## config.mk

```make
export PLATFORM = sky130hd
export DESIGN_NAME = blocking_cache_top
export DESIGN_NICKNAME = d
export VERILOG_FILES = /design/src/hw/cache_pkg.sv /design/src/hw/blocking_cache_top.sv /design/src/hw/cache_ctrl.sv /design/src/hw/cache_req_decode.sv /design/src/hw/cache_resp_result.sv /design/src/hw/cache_tag_data_exec.sv
export VERILOG_INCLUDE_DIRS = /design/src /design/src/hw
export SDC_FILE = /design/constraint.sdc
export NUM_CORES = 2
export LEC_CHECK = 0
export ABC_AREA = 0
export BUFFER_PORTS_ARGS = -buffer_cell sky130_fd_sc_hd__buf_2
export CORE_ASPECT_RATIO = 0.8
export CORE_MARGIN = 2
export CORE_UTILIZATION = 35
export DETAILED_ROUTE_END_ITERATION = 10
export PLACE_DENSITY = 0.59
export SLEW_MARGIN = 20
export SYNTH_ARGS = -nofsm -noshare
export SYNTH_HDL_FRONTEND = slang
export SYNTH_SLANG_ARGS = --single-unit
```

## constraint.sdc

```tcl
create_clock -name clk -period 19.6 [get_ports clk]
set_clock_uncertainty 0.15 [all_clocks]
set_input_delay 1.96 -clock clk [delete_from_list [all_inputs] [get_ports clk]]
set_output_delay 1.96 -clock clk [all_outputs]
set_load 0.1 [all_outputs]
```

## src/hw/cache_settings.svh

```systemverilog
// Blocking cache settings
// Fixed geometry of the direct-mapped cache: 16 lines of 16 bytes

`ifndef CACHE_SETTINGS_SVH
`define CACHE_SETTINGS_SVH

// Byte address width
`define CACHE_ADDR_W 32

// Processor word width
`define CACHE_WORD_W 32

// One cache line holds four words
`define CACHE_LINE_W 128

// Number of lines, 256 bytes in total
`define CACHE_NLINES 16

// Index selects one of the lines
`define CACHE_IDX_W 4

// Address bits 31 down to 8
`define CACHE_TAG_W 24

`endif

```

## src/hw/cache_pkg.sv

```systemverilog
// Blocking cache types
// Request, response and memory messages plus the opcode and state enums

`include "cache_settings.svh"

package cache_pkg;

  typedef enum logic {
    OP_READ  = 1'b0,
    OP_WRITE = 1'b1
  } cache_op_e;

  typedef enum logic {
    MEM_READ  = 1'b0,
    MEM_WRITE = 1'b1
  } mem_op_e;

  typedef enum logic [2:0] {
    IDLE,
    TAG_CHECK,
    WRITEBACK,
    REFILL_REQ,
    REFILL_WAIT,
    WRITE_LINE,
    RESPOND
  } cache_state_e;

  // Processor side, 65 and 33 bits
  typedef struct packed {
    cache_op_e                op;
    logic [`CACHE_ADDR_W-1:0] addr;
    logic [`CACHE_WORD_W-1:0] data;
  } cache_req_t;

  typedef struct packed {
    cache_op_e                op;
    logic [`CACHE_WORD_W-1:0] data;
  } cache_resp_t;

  // Memory side moves whole lines
  typedef struct packed {
    mem_op_e                  op;
    logic [`CACHE_ADDR_W-1:0] addr;
    logic [`CACHE_LINE_W-1:0] data;
  } mem_req_t;

  typedef struct packed {
    logic [`CACHE_LINE_W-1:0] data;
  } mem_resp_t;

  typedef struct packed {
    logic [`CACHE_TAG_W-1:0] tag;
    logic [`CACHE_IDX_W-1:0] idx;
    logic [1:0]              off;
  } addr_fields_t;

endpackage

```

## src/hw/blocking_cache_top.sv

```systemverilog
// Blocking data cache
// Direct-mapped, write-back, write-allocate; one word access at a time

`timescale 1ns/10ps

`include "cache_settings.svh"

module blocking_cache_top (
  input  logic                   clk,
  input  logic                   arst_n,
  input  logic                   cachereq_val,
  input  cache_pkg::cache_req_t  cachereq_msg,
  output logic                   busy,
  output logic                   cacheresp_val,
  output cache_pkg::cache_resp_t cacheresp_msg,
  output logic                   memreq_val,
  output cache_pkg::mem_req_t    memreq_msg,
  input  logic                   memresp_val,
  input  cache_pkg::mem_resp_t   memresp_msg
);

  cache_pkg::cache_op_e     op;
  cache_pkg::addr_fields_t  fields;
  cache_pkg::mem_op_e       memreq_op;
  logic [`CACHE_WORD_W-1:0] wdata;
  logic [`CACHE_LINE_W-1:0] line;
  logic [`CACHE_TAG_W-1:0]  victim_tag;
  logic                     capture;
  logic                     hit;
  logic                     victim_dirty;
  logic                     array_wen;
  logic                     refill_sel;
  logic                     set_dirty;
  logic                     memreq_sel_wb;

  // Decode
  cache_req_decode decode_i (
    .clk    (clk),
    .arst_n (arst_n),
    .capture(capture),
    .req    (cachereq_msg),
    .op     (op),
    .wdata  (wdata),
    .fields (fields)
  );

  cache_ctrl ctrl_i (
    .clk          (clk),
    .arst_n       (arst_n),
    .cachereq_val (cachereq_val),
    .op           (op),
    .hit          (hit),
    .victim_dirty (victim_dirty),
    .memresp_val  (memresp_val),
    .capture      (capture),
    .busy         (busy),
    .array_wen    (array_wen),
    .refill_sel   (refill_sel),
    .set_dirty    (set_dirty),
    .memreq_sel_wb(memreq_sel_wb),
    .memreq_val   (memreq_val),
    .memreq_op    (memreq_op),
    .cacheresp_val(cacheresp_val)
  );

  // Execute
  cache_tag_data_exec exec_i (
    .clk         (clk),
    .arst_n      (arst_n),
    .fields      (fields),
    .op          (op),
    .wdata       (wdata),
    .array_wen   (array_wen),
    .refill_sel  (refill_sel),
    .set_dirty   (set_dirty),
    .refill_line (memresp_msg.data),
    .hit         (hit),
    .victim_dirty(victim_dirty),
    .victim_tag  (victim_tag),
    .line        (line)
  );

  // Result
  cache_resp_result result_i (
    .op           (op),
    .fields       (fields),
    .line         (line),
    .victim_tag   (victim_tag),
    .memreq_sel_wb(memreq_sel_wb),
    .memreq_op    (memreq_op),
    .resp         (cacheresp_msg),
    .mreq         (memreq_msg)
  );

endmodule

```

## src/hw/cache_ctrl.sv

```systemverilog
// Cache controller
// FSM that steps through tag check, write-back, refill and response

`timescale 1ns/10ps

module cache_ctrl (
  input  logic                 clk,
  input  logic                 arst_n,
  input  logic                 cachereq_val,
  input  cache_pkg::cache_op_e op,
  input  logic                 hit,
  input  logic                 victim_dirty,
  input  logic                 memresp_val,
  output logic                 capture,
  output logic                 busy,
  output logic                 array_wen,
  output logic                 refill_sel,
  output logic                 set_dirty,
  output logic                 memreq_sel_wb,
  output logic                 memreq_val,
  output cache_pkg::mem_op_e   memreq_op,
  output logic                 cacheresp_val
);

  cache_pkg::cache_state_e state_q;
  cache_pkg::cache_state_e state_d;
  logic                    is_write;

  assign is_write = (op == cache_pkg::OP_WRITE);

  // ------------------------------
  // State register
  // ------------------------------

  always_ff @(posedge clk or negedge arst_n) begin
    if (!arst_n) begin
      state_q <= cache_pkg::IDLE;
    end else begin
      state_q <= state_d;
    end
  end

  always_comb begin
    state_d = state_q;
    case (state_q)
      // A new request may arrive in the response cycle
      cache_pkg::IDLE,
      cache_pkg::RESPOND: begin
        if (cachereq_val) begin
          state_d = cache_pkg::TAG_CHECK;
        end else begin
          state_d = cache_pkg::IDLE;
        end
      end
      cache_pkg::TAG_CHECK: begin
        if (hit) begin
          state_d = cache_pkg::RESPOND;
        end else if (victim_dirty) begin
          state_d = cache_pkg::WRITEBACK;
        end else begin
          state_d = cache_pkg::REFILL_REQ;
        end
      end
      cache_pkg::WRITEBACK:   state_d = cache_pkg::REFILL_REQ;
      cache_pkg::REFILL_REQ:  state_d = cache_pkg::REFILL_WAIT;
      cache_pkg::REFILL_WAIT: begin
        if (memresp_val) begin
          state_d = cache_pkg::WRITE_LINE;
        end
      end
      cache_pkg::WRITE_LINE:  state_d = cache_pkg::RESPOND;
      default:                state_d = cache_pkg::IDLE;
    endcase
  end

  // ------------------------------
  // Outputs
  // ------------------------------

  // Busy drops together with the response pulse
  assign busy    = !(state_q inside {cache_pkg::IDLE, cache_pkg::RESPOND});
  assign capture = cachereq_val && !busy;

  // Array write on a write hit or when the refilled line lands
  assign array_wen  = ((state_q == cache_pkg::TAG_CHECK) && hit && is_write) ||
                      (state_q == cache_pkg::WRITE_LINE);
  assign refill_sel = (state_q == cache_pkg::WRITE_LINE);
  assign set_dirty  = is_write;

  assign memreq_sel_wb = (state_q == cache_pkg::WRITEBACK);
  assign memreq_val    = (state_q == cache_pkg::WRITEBACK) ||
                         (state_q == cache_pkg::REFILL_REQ);
  assign memreq_op     = memreq_sel_wb ? cache_pkg::MEM_WRITE : cache_pkg::MEM_READ;

  assign cacheresp_val = (state_q == cache_pkg::RESPOND);

  // ------------------------------
  // Protocol checks
  // ------------------------------

  a_no_req_when_busy : assert property (
    @(posedge clk) disable iff (!arst_n)
    cachereq_val |-> !busy
  );

  a_resp_only_waiting : assert property (
    @(posedge clk) disable iff (!arst_n)
    memresp_val |-> (state_q == cache_pkg::REFILL_WAIT)
  );

endmodule

```

## src/hw/cache_req_decode.sv

```systemverilog
// Cache request decode
// Holds the accepted request and splits its address into tag, index and word offset

`timescale 1ns/10ps

`include "cache_settings.svh"

module cache_req_decode (
  input  logic                       clk,
  input  logic                       arst_n,
  input  logic                       capture,
  input  cache_pkg::cache_req_t      req,
  output cache_pkg::cache_op_e       op,
  output logic [`CACHE_WORD_W-1:0]   wdata,
  output cache_pkg::addr_fields_t    fields
);

  cache_pkg::cache_req_t req_q;

  // Request register, loaded only when the controller accepts
  always_ff @(posedge clk or negedge arst_n) begin
    if (!arst_n) begin
      req_q <= '0;
    end else if (capture) begin
      req_q <= req;
    end
  end

  assign op    = req_q.op;
  assign wdata = req_q.data;

  // Address split
  assign fields.tag = req_q.addr[`CACHE_ADDR_W-1 -: `CACHE_TAG_W];
  assign fields.idx = req_q.addr[`CACHE_ADDR_W-`CACHE_TAG_W-1 -: `CACHE_IDX_W];
  assign fields.off = req_q.addr[3:2];

  // ------------------------------
  // Checks
  // ------------------------------

  // Only word accesses are served
  a_word_aligned : assert property (
    @(posedge clk) disable iff (!arst_n)
    capture |=> (req_q.addr[1:0] == 2'b00)
  );

endmodule

```

## src/hw/cache_resp_result.sv

```systemverilog
// Cache result stage
// Picks the requested word and packs the cache response and memory request

`timescale 1ns/10ps

`include "cache_settings.svh"

module cache_resp_result (
  input  cache_pkg::cache_op_e      op,
  input  cache_pkg::addr_fields_t   fields,
  input  logic [`CACHE_LINE_W-1:0]  line,
  input  logic [`CACHE_TAG_W-1:0]   victim_tag,
  input  logic                      memreq_sel_wb,
  input  cache_pkg::mem_op_e        memreq_op,
  output cache_pkg::cache_resp_t    resp,
  output cache_pkg::mem_req_t       mreq
);

  localparam int unsigned LINE_OFF_W = `CACHE_ADDR_W - `CACHE_TAG_W - `CACHE_IDX_W;

  logic [`CACHE_WORD_W-1:0] sel_word;
  logic [`CACHE_TAG_W-1:0]  mem_tag;

  // ------------------------------
  // Cache response
  // ------------------------------

  assign sel_word = line[fields.off*`CACHE_WORD_W +: `CACHE_WORD_W];

  assign resp.op   = op;
  // Writes return zero data
  assign resp.data = (op == cache_pkg::OP_READ) ? sel_word : '0;

  // ------------------------------
  // Memory request
  // ------------------------------

  // Old line address for write-back, requested line for refill
  assign mem_tag = memreq_sel_wb ? victim_tag : fields.tag;

  assign mreq.op   = memreq_op;
  assign mreq.addr = {mem_tag, fields.idx, {LINE_OFF_W{1'b0}}};
  assign mreq.data = line;

endmodule

```

## src/hw/cache_tag_data_exec.sv

```systemverilog
// Cache arrays
// Tag, valid, dirty and data storage with refill/write merge and the hit test

`timescale 1ns/10ps

`include "cache_settings.svh"

module cache_tag_data_exec (
  input  logic                      clk,
  input  logic                      arst_n,
  input  cache_pkg::addr_fields_t   fields,
  input  cache_pkg::cache_op_e      op,
  input  logic [`CACHE_WORD_W-1:0]  wdata,
  input  logic                      array_wen,
  input  logic                      refill_sel,
  input  logic                      set_dirty,
  input  logic [`CACHE_LINE_W-1:0]  refill_line,
  output logic                      hit,
  output logic                      victim_dirty,
  output logic [`CACHE_TAG_W-1:0]   victim_tag,
  output logic [`CACHE_LINE_W-1:0]  line
);

  logic [`CACHE_TAG_W-1:0]  tag_mem  [`CACHE_NLINES];
  logic [`CACHE_LINE_W-1:0] data_mem [`CACHE_NLINES];
  logic [`CACHE_NLINES-1:0] valid_q;
  logic [`CACHE_NLINES-1:0] dirty_q;
  logic [`CACHE_LINE_W-1:0] refill_buf;
  logic [`CACHE_LINE_W-1:0] wr_line;

  // ------------------------------
  // Lookup
  // ------------------------------

  assign victim_tag   = tag_mem[fields.idx];
  assign line         = data_mem[fields.idx];
  assign hit          = valid_q[fields.idx] && (victim_tag == fields.tag);
  assign victim_dirty = valid_q[fields.idx] && dirty_q[fields.idx];

  // Memory data is a one-cycle strobe.
  // The line is written in the cycle right after it, so a plain delay holds it.
  always_ff @(posedge clk) begin
    refill_buf <= refill_line;
  end

  // Line to store, with the addressed word replaced on writes
  always_comb begin
    wr_line = refill_sel ? refill_buf : line;
    if (op == cache_pkg::OP_WRITE) begin
      wr_line[fields.off*`CACHE_WORD_W +: `CACHE_WORD_W] = wdata;
    end
  end

  // ------------------------------
  // Array update
  // ------------------------------

  always_ff @(posedge clk) begin
    if (array_wen) begin
      tag_mem[fields.idx]  <= fields.tag;
      data_mem[fields.idx] <= wr_line;
    end
  end

  // Valid on any write, dirty only after a write op
  always_ff @(posedge clk or negedge arst_n) begin
    if (!arst_n) begin
      valid_q <= '0;
      dirty_q <= '0;
    end else if (array_wen) begin
      valid_q[fields.idx] <= 1'b1;
      dirty_q[fields.idx] <= set_dirty;
    end
  end

endmodule

```

== Yosys cells after proc, flatten, opt, wreduce, memory -nomap -nowiden ==
Memory sizes are Yosys's and may differ from the RTL's.
Cells that the tools add are included.
Word-level totals
  flip-flop bits (word level): 228
  bits in writable memories: 2432
  word-level logic and storage cells: 56
  memories kept: 2
Memory list
  exec_i.data_mem: words 16, bits a word 128, rd ports 1, clocked after Yosys merged registers in 0, wr ports 1, RTL line cache_tag_data_exec.sv:25  | logic [`CACHE_LINE_W-1:0] data_mem [`CACHE_NLINES];
  exec_i.tag_mem: words 16, bits a word 24, rd ports 1, clocked after Yosys merged registers in 0, wr ports 1, RTL line cache_tag_data_exec.sv:24  | logic [`CACHE_TAG_W-1:0] tag_mem [`CACHE_NLINES];
Cells by class
  $add $sub $neg: 1
  magnitude comparators: 2
  eq/ne operators: 8
  shifts and indexed selects: 3
  mux-type cells: 20
  bitwise operators: 1
  reduce and logical (&&, ||, !) cells: 12
Operators with widths (number)
  128-bit 2-to-1 mux: 2
  128-bit bitwise mux: 1
  32-bit by 34-bit variable shift with 128-bit output (first input constant): 1
  128-bit by 8-bit indexed part select with 32-bit output: 1
  32-bit by 34-bit indexed part select with 128-bit output: 1
  7-bit negation with 34-bit output: 1
  32-bit 2-to-1 mux: 1
  24-bit == test: 1
  24-bit 2-to-1 mux: 1
  3-bit one-hot mux with 6 select lines: 1
  16-bit bitwise mux: 1
  16-bit OR: 1
  3-bit == test (second input constant): 3
  1-bit binary-select mux with 4-bit select: 2
  1-bit 2-to-1 mux: 8
  3-bit by 2-bit == test with 1-bit output (second input constant): 2
  1-bit logical AND: 6
  3-bit 2-to-1 mux: 2
  4-bit by 5-bit < comparator with 1-bit output (second input constant): 1
  1-bit demux with 4-bit select: 1
  4-bit by 1-bit >= comparator with 1-bit output (second input constant): 1
  3-bit by 1-bit == test with 1-bit output (second input constant): 1
  3-bit zero test: 1
  1-bit logical OR: 2
  4 further kinds: 4

== Longest topological paths before layout ==
  depth in word-level cells: 8
  depth in mapped cells: 15
  depth with buffers taken out: 9

== Modules after synthesis ==
From an unflattened synthesis, not the netlist that was laid out.
Unflattened totals
  cells, all modules: 4656
  area total of the unflattened synthesis: 103868.4 um^2
Modules (own cells, without submodules)
  cache_tag_data_exec: times used 1, cells each 4218, area an instance 98672.1 um^2, sequential area each 76393.3 um^2
  cache_req_decode: times used 1, cells each 133, area an instance 2642.5 um^2, sequential area each 1576.5 um^2
  cache_resp_result: times used 1, cells each 278, area an instance 2338.5 um^2, sequential area each 0.0 um^2
  cache_ctrl: times used 1, cells each 27, area an instance 215.2 um^2, sequential area each 75.1 um^2

== Worst setup path before layout ==
Ideal clock, no wire load.
  kind: register -> register
  from: register decode_i.req_q, in the netlist decode_i.fields[3]
  to: memory exec_i.data_mem[13][0] (netlist name) (enable)
  setup time: 0.850 ns
  arrival: 12.873 ns
  data required time: 18.600 ns
  path slack: 5.727 ns
  cell stages (with the launch flop): 12
  clock period less this slack: 13.873 ns
  cell sequence: dfrtp_1 > buf_2 > buf_2 > buf_2 > clkbuf_1 > clkbuf_1 > clkbuf_1 > o2111a_1 > nand4_1 > nor4_1 > a21oi_1 > nor3_1
Between the ends
  word-level cells in the longest chain between the ends: 8
  elaborated cells between the ends (all ways): 10
  classes of those cells: eq/ne (1); mux (4); reduce/logical (4); memory (1)
Ends and longest elaborated chain
  from (decl): RTL line cache_req_decode.sv:18  | cache_pkg::cache_req_t req_q;
  from (signal assigned): RTL line cache_req_decode.sv:25  | req_q <= req;
  memory read 16 x 24 bit / 1-bit binary-select mux with 4-bit select (equally long branches)
  24-bit == test / 1-bit 2-to-1 mux (equally long branches): RTL line cache_tag_data_exec.sv:37  | assign hit = valid_q[fields.idx] && (victim_tag == fields.tag);
  1-bit logical AND: RTL line cache_tag_data_exec.sv:37
  1-bit logical AND (2 in a row): RTL line cache_ctrl.sv:85  | assign array_wen = ((state_q == cache_pkg::TAG_CHECK) && hit && is_write) ||
  1-bit logical OR: RTL line cache_ctrl.sv:85
  1-bit 2-to-1 mux: RTL line cache_tag_data_exec.sv:59  | if (array_wen) begin
  1-bit 2-to-1 mux (implied by the code): RTL line cache_tag_data_exec.sv:61  | data_mem[fields.idx] <= wr_line;
  to (decl): RTL line cache_tag_data_exec.sv:25
Parallel ways exist; a longest one is shown, timed or not. The select of a mux whose other input is x is not followed.

==> impl_metrics.csv <==
group,metric,value,unit
cts,cts_resized,0,
cts,htreeDepth,5,
route,via_per_inst,5.47,
synthesis,syn_inst,4717,
status,status,"finished clean",
finish,fin_nets,5517,
cts,cts_tree,"done",
route,ant_nets,0,
placed_design,placed_cell_area,110000,sq um
synthesis,ys_ff_latch,2658,
timing,period_share,49.6,%
grt,grt_pass1_vias,52200,
synthesis,yosys_warnings,0,
synthesis,synthDistinctLibCells,79,
synthesis,dominantRegCellSynth,"edfxtp_1",
critical_path,start_kind,"flop",
grt,grt_use_total,19.2,%
placed_design,hpwl,159000,um
die,initial_core_util,35.1,%
synthesis,synth_top_cell_by_area,"edfxtp_1",
timing,hold_viol_final,0,
grt,overflow,0,
timing,relSlewSlack,11.8,%
critical_path,critPathKind,"reg -> out",
cts,clock_latency,0.85,ns
cts,cts_buffer_depth,4,
finish,nFillCells,25700,
synthesis,synth_edf_count,2432,
critical_path,reg2reg_depth,14,
finish,synthToLayoutAreaGrowth,16.2,%
cts,cts_hold_buffers,0,
timing,timing.final.setup_violations,0,
die,die_h,490,um
timing,worst_slew_pin_slew,1.29,ns
finish,post_route_cells_drive_above_1_share,34.0,%
grt,grt_pass1_wl,406000,um
worst_hold_path,min_path_cells,1,
route,vias,51600,
route,dr.pass1.iters,5,
timing,setup_tns,0,ns
route,drt_iter0_drc,5804,
critical_path,end_kind,"primary output",
cts,clock_sinks,2658,
die,core,294000,sq um
synthesis,avgSynthCellArea,21.9,sq um
timing,period_minus_slack,9.72,ns
flow_run,drv_cap,0,
critical_path,reg2reg_to,"exec_i.data_mem[9][9]$_DFFE_PP_",
synthesis,synth_area_leaders,"edfxtp_1 71%, mux4_2 16%, dfxtp_1 2.5%",
synthesis,seq_area_frac_synth,75.7,%
synthesis,async_flop_share,3.69,%
placed_design,port-buffer-count,387,
cts,ctsRootBufferMaster,"clkbuf_16",
critical_path,path_max_fanout,106,
timing,rsz0062_at_grt,"false",
critical_path,cp.required,17.49,ns
route,totalWireLength,292000,um
route,wl_per_cell,31.0,um
placed_design,place.gp.congestion,0.797,
grt,antenna_found_initial,32,
cts,path_clk_slew,0.06,ns
die,die-width,611,um
critical_path,worst-r2r-setup-slack,11.49,ns
timing,slew_viol_final,0,
die,die-area,299000,sq um
worst_hold_path,whs_endpoint,"exec_i.valid_q[5]$_DFFE_PN0P_",
synthesis,netlist_area,103000,sq um
grt,grt_max_degree,133,
die,rows,178,
synthesis,yosysTopAreaCellShare,70.8,%
timing,fmax,103,MHz
worst_hold_path,hp-class,"reg -> reg",
die,ioPinCount,394,
worst_hold_path,min_from,"exec_i.valid_q[5]$_DFFE_PN0P_",
cts,numCtsBuffers,282,
finish,finish.instance_area,120000,sq um
cts,postCtsSetupRepairBufs,0,
critical_path,worstReg2RegStart,"decode_i.fields[2]$_DFFE_PN0P_",
critical_path,cp.arrival,7.61,ns
route,drc_errors,0,
## metrics by stage
stage	hold WS, ns	setup WS (ns)	util (%)	cells
final	0.309	9.88	40.8	9418
after global routing	0.329	9.35	40.8	9413
after CTS	0.310	9.60	40.8	9403
after detailed placement	0.294	10.53	37.6	8896
after global placement	0.290	10.55	37.6	8894
after floorplan	0.273	5.73	-	4720
## how the worst max path moves through the flow
| stage | start | to | slack (ns) | cells after the start |
|---|---|---|---|---|
| 3_3_place_gp | decode_i.fields[2]$_DFFE_PN0P_ | cacheresp_msg[11] | 10.55 | 9 |
| 6_report | decode_i.fields[2]$_DFFE_PN0P_ | cacheresp_msg[11] | 9.88 | 10 |
| 2_1_floorplan | decode_i.fields[3]$_DFFE_PN0P_ | exec_i.data_mem[13][0]$_DFFE_PP_ | 5.73 | 11 |
| 4_1_cts | decode_i.fields[2]$_DFFE_PN0P_ | cacheresp_msg[11] | 9.60 | 9 |
| 5_1_grt | decode_i.fields[2]$_DFFE_PN0P_ | cacheresp_msg[11] | 9.35 | 10 |
| 3_5_place_dp | decode_i.fields[2]$_DFFE_PN0P_ | cacheresp_msg[11] | 10.53 | 9 |
## Yosys cell counts, drive strengths merged, types with 6 or more instances
master and instances:
mux4 736, o31ai 9, nand4 6, nor2 36, mux2 114, a22oi 16, and2 7, dfxtp 128
mux2i 197, inv 20, nor3 21, clkbuf 147, nor2b 45, nand2 217, edfxtp 2432, nand3 15
o21ai 171, xnor2 13, a31oi 10, dfrtp 98, nor4 13, o22ai 16, nand2b 14, a21oi 19
xor2 10, buf 125
## final cells by class
cell class | count | area [sq um] | area share [%]
diodes | 10 | 25.0 | 0.0209
clock buffers | 388 | 7920 | 6.61
clock inverters | 119 | 1280 | 1.07
inverters | 22 | 166 | 0.139
multi-input cells | 1768 | 23900 | 20.0
flip-flops and latches | 2658 | 78100 | 65.1
well taps | 3870 | 4840 | 4.04
repair buffers | 583 | 3640 | 3.04
## registers in the layout, summed over array words and instances, names as in the netlist
| name | flops |
|---|---|
| exec_i.data_mem | 2048 |
| exec_i.tag_mem | 384 |
| exec_i.refill_buf | 128 |
| decode_i.wdata | 32 |
| decode_i.fields | 30 |
| exec_i.dirty_q | 16 |
| exec_i.valid_q | 16 |
| ctrl_i.state_q | 3 |
| decode_i.op | 1 |
## cells in the final DEF, fill, tap and decap left out, types with 11 or more instances in the layout
| cell | count |
|---|---|
| mux4_2 | 729 |
| buf_2 | 386 |
| dfrtp_1 | 92 |
| o21ai_0 | 141 |
| clkinv_1 | 38 |
| nor2b_1 | 45 |
| clkbuf_1 | 71 |
| clkinv_2 | 35 |
| mux2i_1 | 196 |
| mux2_2 | 107 |
| nand2b_1 | 14 |
| a21oi_1 | 12 |
| buf_4 | 179 |
| o22ai_1 | 15 |
| clkbuf_16 | 292 |
| a22oi_1 | 16 |
| clkbuf_8 | 25 |
| bufinv_16 | 24 |
| buf_12 | 11 |
| xnor2_1 | 13 |
| nand2_1 | 216 |
| o21ai_1 | 22 |
| nand3_1 | 14 |
| nor4_1 | 13 |
| inv_8 | 11 |
| nor3_1 | 19 |
| nor2_1 | 31 |
| dfxtp_1 | 128 |
| edfxtp_1 | 2432 |
## critical path: stages (launching register included)
cell and delay [ns]:
dfrtp_4 0.82, buf_12 0.65, buf_4 0.92, buf_12 0.40, buf_16 0.47, buf_4 0.71, mux4_2 0.59, mux4_2 0.53
mux4_2 0.50, nor2b_1 0.25, buf_2 0.40
## per-layer routing
| layer | global-route usage, % | up-vias | wire length [um] |
|---|---|---|---|
| li1 | - | 20900 | - |
| met4 | 6.84 | 8 | 10800 |
| met3 | 3.12 | 471 | 19900 |
| met2 | 32.5 | 2069 | 146000 |
| met5 | 0 | - | 49 |
| met1 | 25.2 | 28100 | 116000 |
## cell families (layout without fill, tap and decap cells)
logic type / Yosys count / in the layout / synth area share (%)
mux: 1047 / 1047 / 19.3
other cells: 1 / 14 / 0.00364
simple gates: 405 / 405 / 1.86
flops: 2658 / 2658 / 75.7
compound gates: 284 / 284 / 1.65
fa+ha+maj: 5 / 5 / 0.0606
xor+xnor: 23 / 23 / 0.195
buf+inv: 294 / 1112 / 1.29
Power is left out: the tool's default activity adds up to more than one toggle a clock period on the data nets, which glitch-free logic cannot reach.
